`src/rob_pkg.sv`:
```
//--------------------------------------------------------------------------
// Sizing for a 16-entry ROB. DP_NUM and RT_NUM must not exceed ROB_ENTRY_NUM
//--------------------------------------------------------------------------
`default_nettype none

package rob_pkg;

//--------------------------------------------------------------------------
// Sizing
//--------------------------------------------------------------------------
    localparam int ROB_ENTRY_NUM = 16;
    localparam int DP_NUM        = 2;
    localparam int CDB_NUM       = 2;
    localparam int RT_NUM        = 2;
    localparam int ARCH_REG_NUM  = 32;
    localparam int PHY_REG_NUM   = 64;
    localparam int XLEN          = 32;

    // Derived index widths
    localparam int ROB_IDX_W = $clog2(ROB_ENTRY_NUM);
    localparam int TAG_W     = $clog2(PHY_REG_NUM);
    localparam int ARCH_W    = $clog2(ARCH_REG_NUM);

    // Count widths, 0 up to the full width inclusive
    localparam int DP_CNT_W = $clog2(DP_NUM + 1);
    localparam int RT_CNT_W = $clog2(RT_NUM + 1);

//--------------------------------------------------------------------------
// Scalar types
//--------------------------------------------------------------------------
    typedef logic [ROB_IDX_W-1:0] rob_idx_t;
    typedef logic [TAG_W-1:0]     tag_t;
    typedef logic [ARCH_W-1:0]    arch_reg_t;
    typedef logic [XLEN-1:0]      addr_t;
    typedef logic [DP_CNT_W-1:0]  dp_cnt_t;
    typedef logic [RT_CNT_W-1:0]  rt_cnt_t;

//--------------------------------------------------------------------------
// Bundles
//--------------------------------------------------------------------------
    // One instruction from the dispatcher
    typedef struct packed {
        addr_t     pc;
        arch_reg_t rd;
        tag_t      tag;
        tag_t      tag_old;
        logic      br_predict;
    } dp_slot_t;

    // Dispatch group, slot 0 is the oldest
    typedef struct packed {
        dp_cnt_t               dp_num;
        dp_slot_t [DP_NUM-1:0] slot;
    } dp_rob_t;

    // Free slots and the indices the next group will get
    typedef struct packed {
        dp_cnt_t               avail_num;
        rob_idx_t [DP_NUM-1:0] rob_idx;
    } rob_dp_t;

    // One result-bus channel
    typedef struct packed {
        logic     valid;
        rob_idx_t rob_idx;
        logic     br_result;
        addr_t    br_target;
    } cdb_t;

    typedef struct packed {
        logic      valid;
        logic      complete;
        addr_t     pc;
        arch_reg_t rd;
        tag_t      tag;
        tag_t      tag_old;
        logic      br_predict;
        logic      br_result;
        addr_t     br_target;
    } rob_entry_t;

    // Retire record for map table and free list
    typedef struct packed {
        logic      valid;
        addr_t     pc;
        arch_reg_t rd;
        tag_t      tag;
        tag_t      tag_old;
    } rob_rt_t;

    // Modulo add on entry indices, offset below ROB_ENTRY_NUM
    function automatic rob_idx_t rob_idx_add(rob_idx_t base, int unsigned offset);
        int unsigned sum;
        sum = 32'(base) + offset;
        if (sum >= ROB_ENTRY_NUM) begin
            sum = sum - ROB_ENTRY_NUM;
        end
        return rob_idx_t'(sum);
    endfunction

endpackage

`default_nettype wire

```
`src/rob_entry_array.sv`:
```
//--------------------------------------------------------------------------
// Entry storage. A completion for an invalid entry is dropped
//--------------------------------------------------------------------------
`timescale 1ns/1ps
`default_nettype none

module rob_entry_array (
    input  logic                                              clk_i,
    input  logic                                              rst_i,
    input  logic                                              flush_i,
    input  rob_pkg::rob_idx_t                                 tail_i,
    input  rob_pkg::dp_rob_t                                  dp_rob_i,
    input  rob_pkg::cdb_t       [rob_pkg::CDB_NUM-1:0]        cdb_i,
    input  logic                [rob_pkg::ROB_ENTRY_NUM-1:0]  rt_sel_i,
    output rob_pkg::rob_entry_t [rob_pkg::ROB_ENTRY_NUM-1:0]  entries_o
);
    import rob_pkg::*;

    // Control state
    logic     [ROB_ENTRY_NUM-1:0] valid_q;
    logic     [ROB_ENTRY_NUM-1:0] complete_q;

    // Payload
    dp_slot_t [ROB_ENTRY_NUM-1:0] slot_q;
    logic     [ROB_ENTRY_NUM-1:0] br_result_q;
    addr_t    [ROB_ENTRY_NUM-1:0] br_target_q;

    // Dispatch decode, per entry
    logic     [ROB_ENTRY_NUM-1:0] dp_sel;
    dp_slot_t [ROB_ENTRY_NUM-1:0] dp_data;

    // Completion decode, per entry
    logic     [ROB_ENTRY_NUM-1:0] cp_sel;
    cdb_t     [ROB_ENTRY_NUM-1:0] cp_data;
    logic     [ROB_ENTRY_NUM-1:0] cp_en;

//--------------------------------------------------------------------------
// Dispatch select
//--------------------------------------------------------------------------
    always_comb begin
        dp_sel  = '0;
        dp_data = '0;
        // Slot k lands at tail+k, wrapping
        for (int k = 0; k < DP_NUM; k++) begin
            if (k < int'(dp_rob_i.dp_num)) begin
                dp_sel[rob_idx_add(tail_i, k)]  = 1'b1;
                dp_data[rob_idx_add(tail_i, k)] = dp_rob_i.slot[k];
            end
        end
    end

//--------------------------------------------------------------------------
// Completion match
//--------------------------------------------------------------------------
    always_comb begin
        cp_sel  = '0;
        cp_data = '0;
        for (int e = 0; e < ROB_ENTRY_NUM; e++) begin
            // Higher channel wins on a duplicate index
            for (int c = 0; c < CDB_NUM; c++) begin
                if (cdb_i[c].valid && (cdb_i[c].rob_idx == rob_idx_t'(e))) begin
                    cp_sel[e]  = 1'b1;
                    cp_data[e] = cdb_i[c];
                end
            end
        end
    end

    // Completion loses to dispatch and retire on the same entry
    assign cp_en = cp_sel & valid_q & ~dp_sel & ~rt_sel_i;

//--------------------------------------------------------------------------
// Entry update
//--------------------------------------------------------------------------
    always_ff @(posedge clk_i) begin
        if (rst_i || flush_i) begin
            // Reset and flush both empty the ROB
            valid_q    <= '0;
            complete_q <= '0;
        end else begin
            for (int e = 0; e < ROB_ENTRY_NUM; e++) begin
                if (dp_sel[e]) begin
                    valid_q[e]    <= 1'b1;
                    complete_q[e] <= 1'b0;
                end else if (rt_sel_i[e]) begin
                    valid_q[e]    <= 1'b0;
                    complete_q[e] <= 1'b0;
                end else if (cp_en[e]) begin
                    complete_q[e] <= 1'b1;
                end
            end
        end
    end

    // Payload is only read behind valid and complete
    always_ff @(posedge clk_i) begin
        for (int e = 0; e < ROB_ENTRY_NUM; e++) begin
            if (dp_sel[e]) begin
                slot_q[e] <= dp_data[e];
            end
            if (cp_en[e]) begin
                br_result_q[e] <= cp_data[e].br_result;
                br_target_q[e] <= cp_data[e].br_target;
            end
        end
    end

//--------------------------------------------------------------------------
// Entry view
//--------------------------------------------------------------------------
    always_comb begin
        for (int e = 0; e < ROB_ENTRY_NUM; e++) begin
            entries_o[e].valid      = valid_q[e];
            entries_o[e].complete   = complete_q[e];
            entries_o[e].pc         = slot_q[e].pc;
            entries_o[e].rd         = slot_q[e].rd;
            entries_o[e].tag        = slot_q[e].tag;
            entries_o[e].tag_old    = slot_q[e].tag_old;
            entries_o[e].br_predict = slot_q[e].br_predict;
            entries_o[e].br_result  = br_result_q[e];
            entries_o[e].br_target  = br_target_q[e];
        end
    end

endmodule

`default_nettype wire

```
`src/rob_pointers.sv`:
```
//--------------------------------------------------------------------------
// Head and tail with lap flags. The dispatcher must keep dp_num <= avail_num
//--------------------------------------------------------------------------
`timescale 1ns/1ps
`default_nettype none

module rob_pointers (
    input  logic              clk_i,
    input  logic              rst_i,
    input  logic              flush_i,
    input  rob_pkg::dp_cnt_t  dp_num_i,
    input  rob_pkg::rt_cnt_t  rt_num_i,
    output rob_pkg::rob_idx_t head_o,
    output rob_pkg::rob_idx_t tail_o,
    output rob_pkg::rob_dp_t  rob_dp_o
);
    import rob_pkg::*;

    rob_idx_t head_q;
    rob_idx_t tail_q;
    // Lap flags, equal pointers with differing flags mean full
    logic     head_wrap_q;
    logic     tail_wrap_q;

    // One extra bit to catch the wrap
    logic [ROB_IDX_W:0]   head_sum;
    logic [ROB_IDX_W:0]   tail_sum;
    logic [ROB_IDX_W:0]   free_cnt;
    logic [ROB_IDX_W+1:0] open_cnt;

//--------------------------------------------------------------------------
// Pointer advance
//--------------------------------------------------------------------------
    assign head_sum = {1'b0, head_q} + (ROB_IDX_W+1)'(rt_num_i);
    assign tail_sum = {1'b0, tail_q} + (ROB_IDX_W+1)'(dp_num_i);

    always_ff @(posedge clk_i) begin
        if (rst_i || flush_i) begin
            // Flush restarts the ROB at entry 0
            head_q      <= '0;
            tail_q      <= '0;
            head_wrap_q <= 1'b0;
            tail_wrap_q <= 1'b0;
        end else begin
            head_q <= rob_idx_add(head_q, rt_num_i);
            tail_q <= rob_idx_add(tail_q, dp_num_i);
            // Toggle lap flag when passing the last entry
            if (head_sum >= ROB_ENTRY_NUM) begin
                head_wrap_q <= ~head_wrap_q;
            end
            if (tail_sum >= ROB_ENTRY_NUM) begin
                tail_wrap_q <= ~tail_wrap_q;
            end
        end
    end

//--------------------------------------------------------------------------
// Free count and upcoming indices
//--------------------------------------------------------------------------
    always_comb begin
        if (head_wrap_q == tail_wrap_q) begin
            // Same lap so tail is at or ahead of head
            free_cnt = (ROB_IDX_W+1)'(ROB_ENTRY_NUM) - ({1'b0, tail_q} - {1'b0, head_q});
        end else begin
            // Tail has lapped head
            free_cnt = {1'b0, head_q} - {1'b0, tail_q};
        end

        // Entries retiring this cycle are free at the edge too
        open_cnt = {1'b0, free_cnt} + (ROB_IDX_W+2)'(rt_num_i);

        // Saturate at the dispatch width
        if (open_cnt >= (ROB_IDX_W+2)'(DP_NUM)) begin
            rob_dp_o.avail_num = dp_cnt_t'(DP_NUM);
        end else begin
            rob_dp_o.avail_num = dp_cnt_t'(open_cnt);
        end

        for (int i = 0; i < DP_NUM; i++) begin
            rob_dp_o.rob_idx[i] = rob_idx_add(tail_q, i);
        end
    end

    assign head_o = head_q;
    assign tail_o = tail_q;

endmodule

`default_nettype wire

```
`src/rob_retire_select.sv`:
```
//--------------------------------------------------------------------------
// Combinational retire. An exception suppresses the whole group
//--------------------------------------------------------------------------
`timescale 1ns/1ps
`default_nettype none

module rob_retire_select (
    input  rob_pkg::rob_idx_t                                head_i,
    input  rob_pkg::rob_entry_t [rob_pkg::ROB_ENTRY_NUM-1:0] entries_i,
    input  logic                                             exception_i,
    output logic                [rob_pkg::ROB_ENTRY_NUM-1:0] rt_sel_o,
    output rob_pkg::rt_cnt_t                                 rt_num_o,
    output rob_pkg::rob_rt_t    [rob_pkg::RT_NUM-1:0]        rob_rt_o,
    output logic                                             br_mis_valid_o,
    output rob_pkg::addr_t                                   br_target_o,
    output logic                                             flush_o
);
    import rob_pkg::*;

    // Retire window, position 0 is the head
    rob_idx_t   [RT_NUM-1:0] win_idx;
    rob_entry_t [RT_NUM-1:0] win_ent;

    logic       [RT_NUM-1:0] rt_valid;
    logic       [RT_NUM-1:0] mis;

//--------------------------------------------------------------------------
// Window gather
//--------------------------------------------------------------------------
    always_comb begin
        for (int i = 0; i < RT_NUM; i++) begin
            win_idx[i] = rob_idx_add(head_i, i);
            win_ent[i] = entries_i[win_idx[i]];
        end
    end

//--------------------------------------------------------------------------
// Ready chain
//--------------------------------------------------------------------------
    always_comb begin : ready_chain
        logic chain;

        // Nothing retires while an exception flushes
        chain          = ~exception_i;
        br_mis_valid_o = 1'b0;
        br_target_o    = '0;

        for (int i = 0; i < RT_NUM; i++) begin
            rt_valid[i] = chain && win_ent[i].valid && win_ent[i].complete;
            mis[i]      = rt_valid[i] && (win_ent[i].br_result != win_ent[i].br_predict);
            // At most one hit, the chain stops right after it
            if (mis[i]) begin
                br_mis_valid_o = 1'b1;
                br_target_o    = win_ent[i].br_target;
            end
            // Mispredicted branch retires, younger ones do not
            chain = rt_valid[i] && !mis[i];
        end
    end

//--------------------------------------------------------------------------
// Selects, count and records
//--------------------------------------------------------------------------
    always_comb begin
        rt_sel_o = '0;
        rt_num_o = '0;
        for (int i = 0; i < RT_NUM; i++) begin
            if (rt_valid[i]) begin
                rt_sel_o[win_idx[i]] = 1'b1;
                rt_num_o             = rt_num_o + rt_cnt_t'(1);
            end
            rob_rt_o[i].valid   = rt_valid[i];
            rob_rt_o[i].pc      = win_ent[i].pc;
            rob_rt_o[i].rd      = win_ent[i].rd;
            rob_rt_o[i].tag     = win_ent[i].tag;
            rob_rt_o[i].tag_old = win_ent[i].tag_old;
        end
    end

    // Flush for pointers and entries, taken at the next edge
    assign flush_o = exception_i | br_mis_valid_o;

endmodule

`default_nettype wire

```
`src/rob_top.sv`:
```
//--------------------------------------------------------------------------
// ROB top. Retire and mispredict outputs are combinational from state
//--------------------------------------------------------------------------
`timescale 1ns/1ps
`default_nettype none

module rob_top (
    input  logic                                       clk_i,
    input  logic                                       rst_i,
    input  rob_pkg::dp_rob_t                           dp_rob_i,
    output rob_pkg::rob_dp_t                           rob_dp_o,
    input  rob_pkg::cdb_t    [rob_pkg::CDB_NUM-1:0]    cdb_i,
    input  logic                                       exception_i,
    output rob_pkg::rob_rt_t [rob_pkg::RT_NUM-1:0]     rob_rt_o,
    output logic                                       br_mis_valid_o,
    output rob_pkg::addr_t                             br_target_o
);
    import rob_pkg::*;

    rob_idx_t                         head;
    rob_idx_t                         tail;
    logic                             flush;
    logic       [ROB_ENTRY_NUM-1:0]   rt_sel;
    rt_cnt_t                          rt_num;
    rob_entry_t [ROB_ENTRY_NUM-1:0]   entries;

//--------------------------------------------------------------------------
// Pointers and free count
//--------------------------------------------------------------------------
    rob_pointers u_pointers (
        .clk_i    (clk_i),
        .rst_i    (rst_i),
        .flush_i  (flush),
        .dp_num_i (dp_rob_i.dp_num),
        .rt_num_i (rt_num),
        .head_o   (head),
        .tail_o   (tail),
        .rob_dp_o (rob_dp_o)
    );

//--------------------------------------------------------------------------
// Entry storage
//--------------------------------------------------------------------------
    rob_entry_array u_entry_array (
        .clk_i     (clk_i),
        .rst_i     (rst_i),
        .flush_i   (flush),
        .tail_i    (tail),
        .dp_rob_i  (dp_rob_i),
        .cdb_i     (cdb_i),
        .rt_sel_i  (rt_sel),
        .entries_o (entries)
    );

//--------------------------------------------------------------------------
// Retire and flush decision
//--------------------------------------------------------------------------
    rob_retire_select u_retire_select (
        .head_i         (head),
        .entries_i      (entries),
        .exception_i    (exception_i),
        .rt_sel_o       (rt_sel),
        .rt_num_o       (rt_num),
        .rob_rt_o       (rob_rt_o),
        .br_mis_valid_o (br_mis_valid_o),
        .br_target_o    (br_target_o),
        .flush_o        (flush)
    );

endmodule

`default_nettype wire
```
`config.mk`:
```
export PLATFORM = sky130hd
export DESIGN_NAME = rob_top
export DESIGN_NICKNAME = d
export VERILOG_FILES = /design/src/rob_pkg.sv /design/src/rob_entry_array.sv /design/src/rob_pointers.sv /design/src/rob_retire_select.sv /design/src/rob_top.sv
export SDC_FILE = /design/constraint.sdc
export NUM_CORES = 2
export LEC_CHECK = 0
export BUFFER_PORTS_ARGS = -buffer_cell sky130_fd_sc_hd__buf_2
export CELL_PAD_IN_SITES_DETAIL_PLACEMENT = 1
export CELL_PAD_IN_SITES_GLOBAL_PLACEMENT = 2
export CORE_MARGIN = 1.5
export CORE_UTILIZATION = 44
export DETAILED_ROUTE_END_ITERATION = 12
export GPL_ROUTABILITY_DRIVEN = 0
export HOLD_SLACK_MARGIN = 0.02
export PLACE_DENSITY = 0.87
export SLEW_MARGIN = 0
export SYNTH_ARGS = -nofsm -noshare
export SYNTH_HDL_FRONTEND = slang
export SYNTH_SLANG_ARGS = --single-unit
```
`constraint.sdc`:
```
create_clock -name clk_i -period 10.9 [get_ports clk_i]
set_clock_uncertainty 0.1 [all_clocks]
set_input_delay 0.545 -clock clk_i [delete_from_list [all_inputs] [get_ports clk_i]]
set_output_delay 0.545 -clock clk_i [all_outputs]
set_load 0.05 [all_outputs]
```
# Word level (Yosys, flattened, before mapping)
# Index checks and enable logic that the tools add are counted.
# op_classes
n_addsub,17
n_lt_le_gt_ge,19
eq_ne,33
muxes,135
bitwise,12
n_reduce_logical,79
# op_table
cell,count
800-bit 2-to-1 mux,2
33-bit 2-to-1 mux,32
800-bit AND,1
800-bit bitwise mux,1
85-bit binary-select mux with 4-bit select,2
50-bit demux with 4-bit select,2
85-bit 2-to-1 mux,2
50-bit 2-to-1 mux,2
1-bit 2-to-1 mux,71
4-bit == test (second input constant),16
16-bit 2-to-1 mux,4
32-bit 2-to-1 mux,2
16-bit AND,3
3-bit OR reduction,16
1-bit logical AND,43
4-bit by 3-bit == test with 1-bit output (second input constant),8
4-bit 2-to-1 mux,8
16-bit NOT,2
16-bit OR,2
2-bit nonzero test,16
5-bit greater-or-equal comparator (second input constant),6
4-bit by 1-bit subtractor with 4-bit output (second input constant),6
4-bit by 2-bit adder with 5-bit output,4
4-bit by 5-bit < comparator with 1-bit output (second input constant),4
other kinds (21),40
# word_totals
ff_bits,1370
in_bits,181

# Depth between registers and ports, before layout
# logic_depth
depth_word,16
mapped_depth,18
ltp_nobuf,15

# Modules after synthesis
# A second synthesis with hierarchy kept.
# hier_totals
cells_unflattened,5412
hier_area_um2,79110.9
# modules_own_cells
module,n_inst,cells_per_inst,area_per_inst_um2,seq_area_each_um2
rob_entry_array,1,3887,56669.4,40518.9
rob_retire_select,1,1439,21649.5,0.0
rob_pointers,1,86,792.0,200.2

# Least setup slack after synthesis
# Ideal clock, no wire load.
# synth_timing
kind,register -> register
startpoint,"reg u_pointers.tail_q[2], in the netlist u_pointers.tail_o[2]"
endpoint,reg u_entry_array.br_result_q[14] (enable)
arrival_time_ns,7.630
path_slack_ns,2.312
path_stages_with_launch,6
path_buffers,2
synth_period_minus_slack_ns,8.588
path_cell_list,dfxtp_1 clkbuf_1 clkbuf_1 nand2_1 o21ai_0 nor4_1
# synth_via
elab_chain_len,13
elab_cells_between_ends,25
# synth_lines
element,line,rtl
start: declaration,rob_pointers.sv:20,rob_idx_t tail_q;
start signal: assignment,rob_pointers.sv:46,"tail_q <= rob_idx_add(tail_q, dp_num_i);"
"4-bit by 1-bit adder with 5-bit output, or another cell as far along",rob_pkg.sv:94,sum = 32'(base) + offset;
"4-bit by 1-bit subtractor with 4-bit output, or another cell as far along",rob_pkg.sv:96,sum = sum - ROB_ENTRY_NUM;
"4-bit 2-to-1 mux, on equally long branches","rob_pkg.sv:95, rob_entry_array.sv:45",
"4-bit 2-to-1 mux, or another cell as far along",rob_entry_array.sv:45,if (k < int'(dp_rob_i.dp_num)) begin
"4-bit by 5-bit < comparator with 1-bit output (implied by the code), or another cell as far along",rob_entry_array.sv:46,"dp_sel[rob_idx_add(tail_i, k)] = 1'b1;"
1-bit logical AND (implied by the code) or 1-bit 2-to-1 mux (tied branches),rob_entry_array.sv:46,
1-bit 2-to-1 mux (implied by the code) or 1-bit demux with 4-bit select (tied branches),n/a,
1-bit demux with 4-bit select or 16-bit 2-to-1 mux (tied branches),n/a,
16-bit OR (no source line),n/a,
16-bit 2-to-1 mux *,rob_entry_array.sv:45,
named net u_entry_array.dp_sel[14],rob_entry_array.sv:29,logic [ROB_ENTRY_NUM-1:0] dp_sel;
16-bit NOT *,rob_entry_array.sv:70,assign cp_en = cp_sel & valid_q & ~dp_sel & ~rt_sel_i;
16-bit AND * (2 in series),rob_entry_array.sv:70,
named net u_entry_array.cp_en[14],rob_entry_array.sv:35,logic [ROB_ENTRY_NUM-1:0] cp_en;
end signal: indexed assignment,rob_entry_array.sv:102,br_result_q[e] <= cp_data[e].br_result;
end: declaration,rob_entry_array.sv:25,logic [ROB_ENTRY_NUM-1:0] br_result_q;
# The timed path passes the listed nets; every way through them passes the cells marked *. The select of a mux whose other input is x is not followed.
# A chain may end at the register's enable or synchronous reset.

==> flow_summary.ini <==
[status]
status = finished, final reports clean

[route]
routed_wl_um = 348000
drt_iter0_markers = 10356
dr.pass1.iters = 6
vias = 65254
drtAntennaViolNets = 0
vias_per_cell = 7.14
post_drt_wl_per_cell_um = 38.0
drc = 0

[timing]
worstMarginPinSlew_ps = 1320
period_minus_slack_ps = 7790
drv_slew = 0
fin_crit_sh = 0.715
rsz0062_at_grt = no
slew_headroom = 0.118
hold_violations = 0
setup_violations = 0
tns_ps = 0
fmax_mhz = 128

[worst_hold_path]
hold_path_depth = 4
hp-class = input pin to flip-flop

[critical_path]
endpoint = rob_dp_o[8]
crit_start = u_pointers.head_o[0]
r2r-end = u_entry_array.complete_q[5]
crit_type = flip-flop to output port
worst-r2r-cell-count = 9
worstReg2RegStart = u_pointers.head_o[0]
critPathCaptureType = output port
worstPathArrival_ps = 7140
critPathLaunchType = flip-flop
rrSetupSlack_ps = 4540
cp_data_required_time_ps = 10260
cp_max_fo = 59

[power_and_ir_drop]
clkPwrFrac = 0.435
power_frac_comb = 0.082
p_per_area_mw_per_mm2 = 136
p_sw_frac = 0.256
power.switching_w = 0.00311
seqPwrFrac = 0.483
ir_worst_vdd_mv = 0.149
intPower_w = 0.00901
leakagePower_nw = 29.8

[grt]
use_met3 = 0.0835
met2_usage = 0.594
antenna_found_initial = 59
grt_remaining_overflow = 0
grt_max_degree = 138
first_global_vias = 67903
grtUsageTotal = 0.368
gr-usage-met1 = 0.439
grt.busiest_layer = met2
grt_pass1_wl_um = 492000

[synthesis]
yosysWarnings = 0
synthTopCellsByCount = nand2_1 (1827), edfxtp_1 (1328), mux4_2 (801)
syn_nets = 6991
synthesis.area_mm2 = 0.0810
synth_top_cell_by_area = edfxtp_1
yosys-top-cells-area = edfxtp_1 (49%), mux4_2 (22%), nand2_1 (8.5%)
yosysMostFrequentCell = nand2_1
synth-edff-count = 1328
ys_seq_area_frac = 0.503
synth.top_cell.area_share = 0.492
ys_ff_latch = 1370
syn_avg_cell_area_um2 = 11.9
syn_inst = 6782
ys_types = 60
synthFlopType = edfxtp_1
postSynth.asyncResetShare = 0

[die]
core_mm2 = 0.183
die_height_um = 432
boundaryPins = 324
num_rows = 157
die_x_um = 432
die_area_mm2 = 0.187
start_util = 0.442

[layout]
multiInputGateArea_mm2 = 0.0374
regArea_mm2 = 0.0407
finalNetCount = 6728
fillers = 18769
final_cells = 9141
syn_to_final_growth_pct = 10.3
layout-drive-gt1-share = 0.245

[run]
max_cap_violations = 0

[clocking]
hold_buffers = 0
clock_sinks = 1370
post_cts_buffers = 0
cts_max_level = 4
clkSlewWorstSetupHoldPaths_ps = 60
cts-resized-gates = 0
cts_buffer_depth = 3
numCtsBuffers = 156
clock_latency_ps = 820
root_buffer = clkbuf_16
cts_tree = done

[place]
placed_cells = 8825
portBuffers = 323
hpwl_um = 189000
## power groups by stage
| stage | combinational [W] | clock [W] | sequential, W |
|---|---|---|---|
| 4_1_cts | 0.000975 | 0.00528 | 0.00585 |
| 3_5_place_dp | 0.000970 | 0 | 0.00596 |
| 6_report | 0.000997 | 0.00527 | 0.00585 |
| 3_3_place_gp | 0.000947 | 0 | 0.00595 |
| 5_1_grt | 0.00102 | 0.00545 | 0.00586 |
| 2_1_floorplan | 0.000622 | 0 | 0.00594 |
## cell families (layout without fill, tap and decap cells)
family | after synthesis | after routing | share of synthesized area
multiplexers | 803 | 803 | 0.223
buffers and inverters | 978 | 839 | 0.0470
XOR/XNOR | 18 | 18 | 0.00236
adder cells (fa/ha/maj) | 28 | 28 | 0.00470
AND/OR/NAND/NOR | 2303 | 2303 | 0.115
other | 0 | 34 | 0
flip-flops | 1370 | 1370 | 0.503
AO/OA/AOI/OAI | 1282 | 1282 | 0.105
## critical path, stage by stage (launching register included)
cell and delay, ps:
dfxtp_4 850, inv_2 280, ha_4 810, buf_4 950, mux4_2 420, a21o_1 200, o21ai_2 460, and3_1 270
ha_1 160, ha_1 180, inv_1 70, fa_1 440, a2111oi_0 400, a21oi_1 70, nand4b_1 240, nor2_1 110
buf_2 270
## layer usage
layer,vias to the layer above,part of all wire
met4,40,0.070
met3,1344,0.12
li1,25131,-
met5,-,0.00073
met2,5342,0.48
met1,33397,0.34
## how the worst min path moves through the flow
| stage | start | endpoint | slack (ps) |
|---|---|---|---|
| after CTS | dp_rob_i[100] | u_pointers.tail_o[0] | 30 |
| after floorplan | u_entry_array.complete_q[15] | u_entry_array.complete_q[15] | 340 |
| after global routing | dp_rob_i[91] | u_entry_array.entries_o[159] | 130 |
| after global placement | u_entry_array.complete_q[5] | u_entry_array.complete_q[5] | 350 |
| final | dp_rob_i[100] | u_pointers.tail_o[0] | 80 |
| after detailed placement | u_entry_array.complete_q[15] | u_entry_array.complete_q[15] | 360 |
## final cells by class
type,instances,area share
flip-flops and latches,1370,0.456
multi-input cells,4434,0.418
clock buffers,189,0.0457
well taps,2464,0.0345
repair buffers,485,0.0324
clock inverters,93,0.00948
inverters,72,0.00304
diodes,34,0.000952
## flip-flops by register name, indices dropped and copies added (netlist names)
| name | cells |
|---|---|
| u_pointers.tail_wrap_q | 1 |
| u_pointers.head_o | 4 |
| u_entry_array.complete_q | 16 |
| u_entry_array.entries_o | 1312 |
| u_entry_array.br_result_q | 16 |
| u_pointers.head_wrap_q | 1 |
| u_entry_array.valid_q | 16 |
| u_pointers.tail_o | 4 |
## cell usage in the layout (no fill, tap or decap), types with 34 or more instances in the layout
master and n:
diode_2 34, buf_2 323, inv_1 69, a21oi_1 455, clkinv_1 43, nand3_1 295, nor2_1 36, nor2_4 38
mux4_2 801, clkbuf_16 158, dfxtp_1 38, edfxtp_1 1328, nand2_1 1818, o21ai_0 217, a22o_1 532, buf_4 157
## per-stage QoR
step | util | setup slack, ps | hold slack [ps] | instance area [um^2] | power (W)
2_1_floorplan | - | 2310 | 335 | 81000 | 0.00657
3_3_place_gp | 0.461 | 3920 | 351 | 84300 | 0.00690
3_5_place_dp | 0.461 | 3900 | 361 | 84300 | 0.00693
4_1_cts | 0.488 | 3030 | 31.5 | 89300 | 0.0121
5_1_grt | 0.488 | 2790 | 129 | 89300 | 0.0123
6_report | 0.488 | 3110 | 79.2 | 89400 | 0.0121
Power figures use the tool's default switching activity.
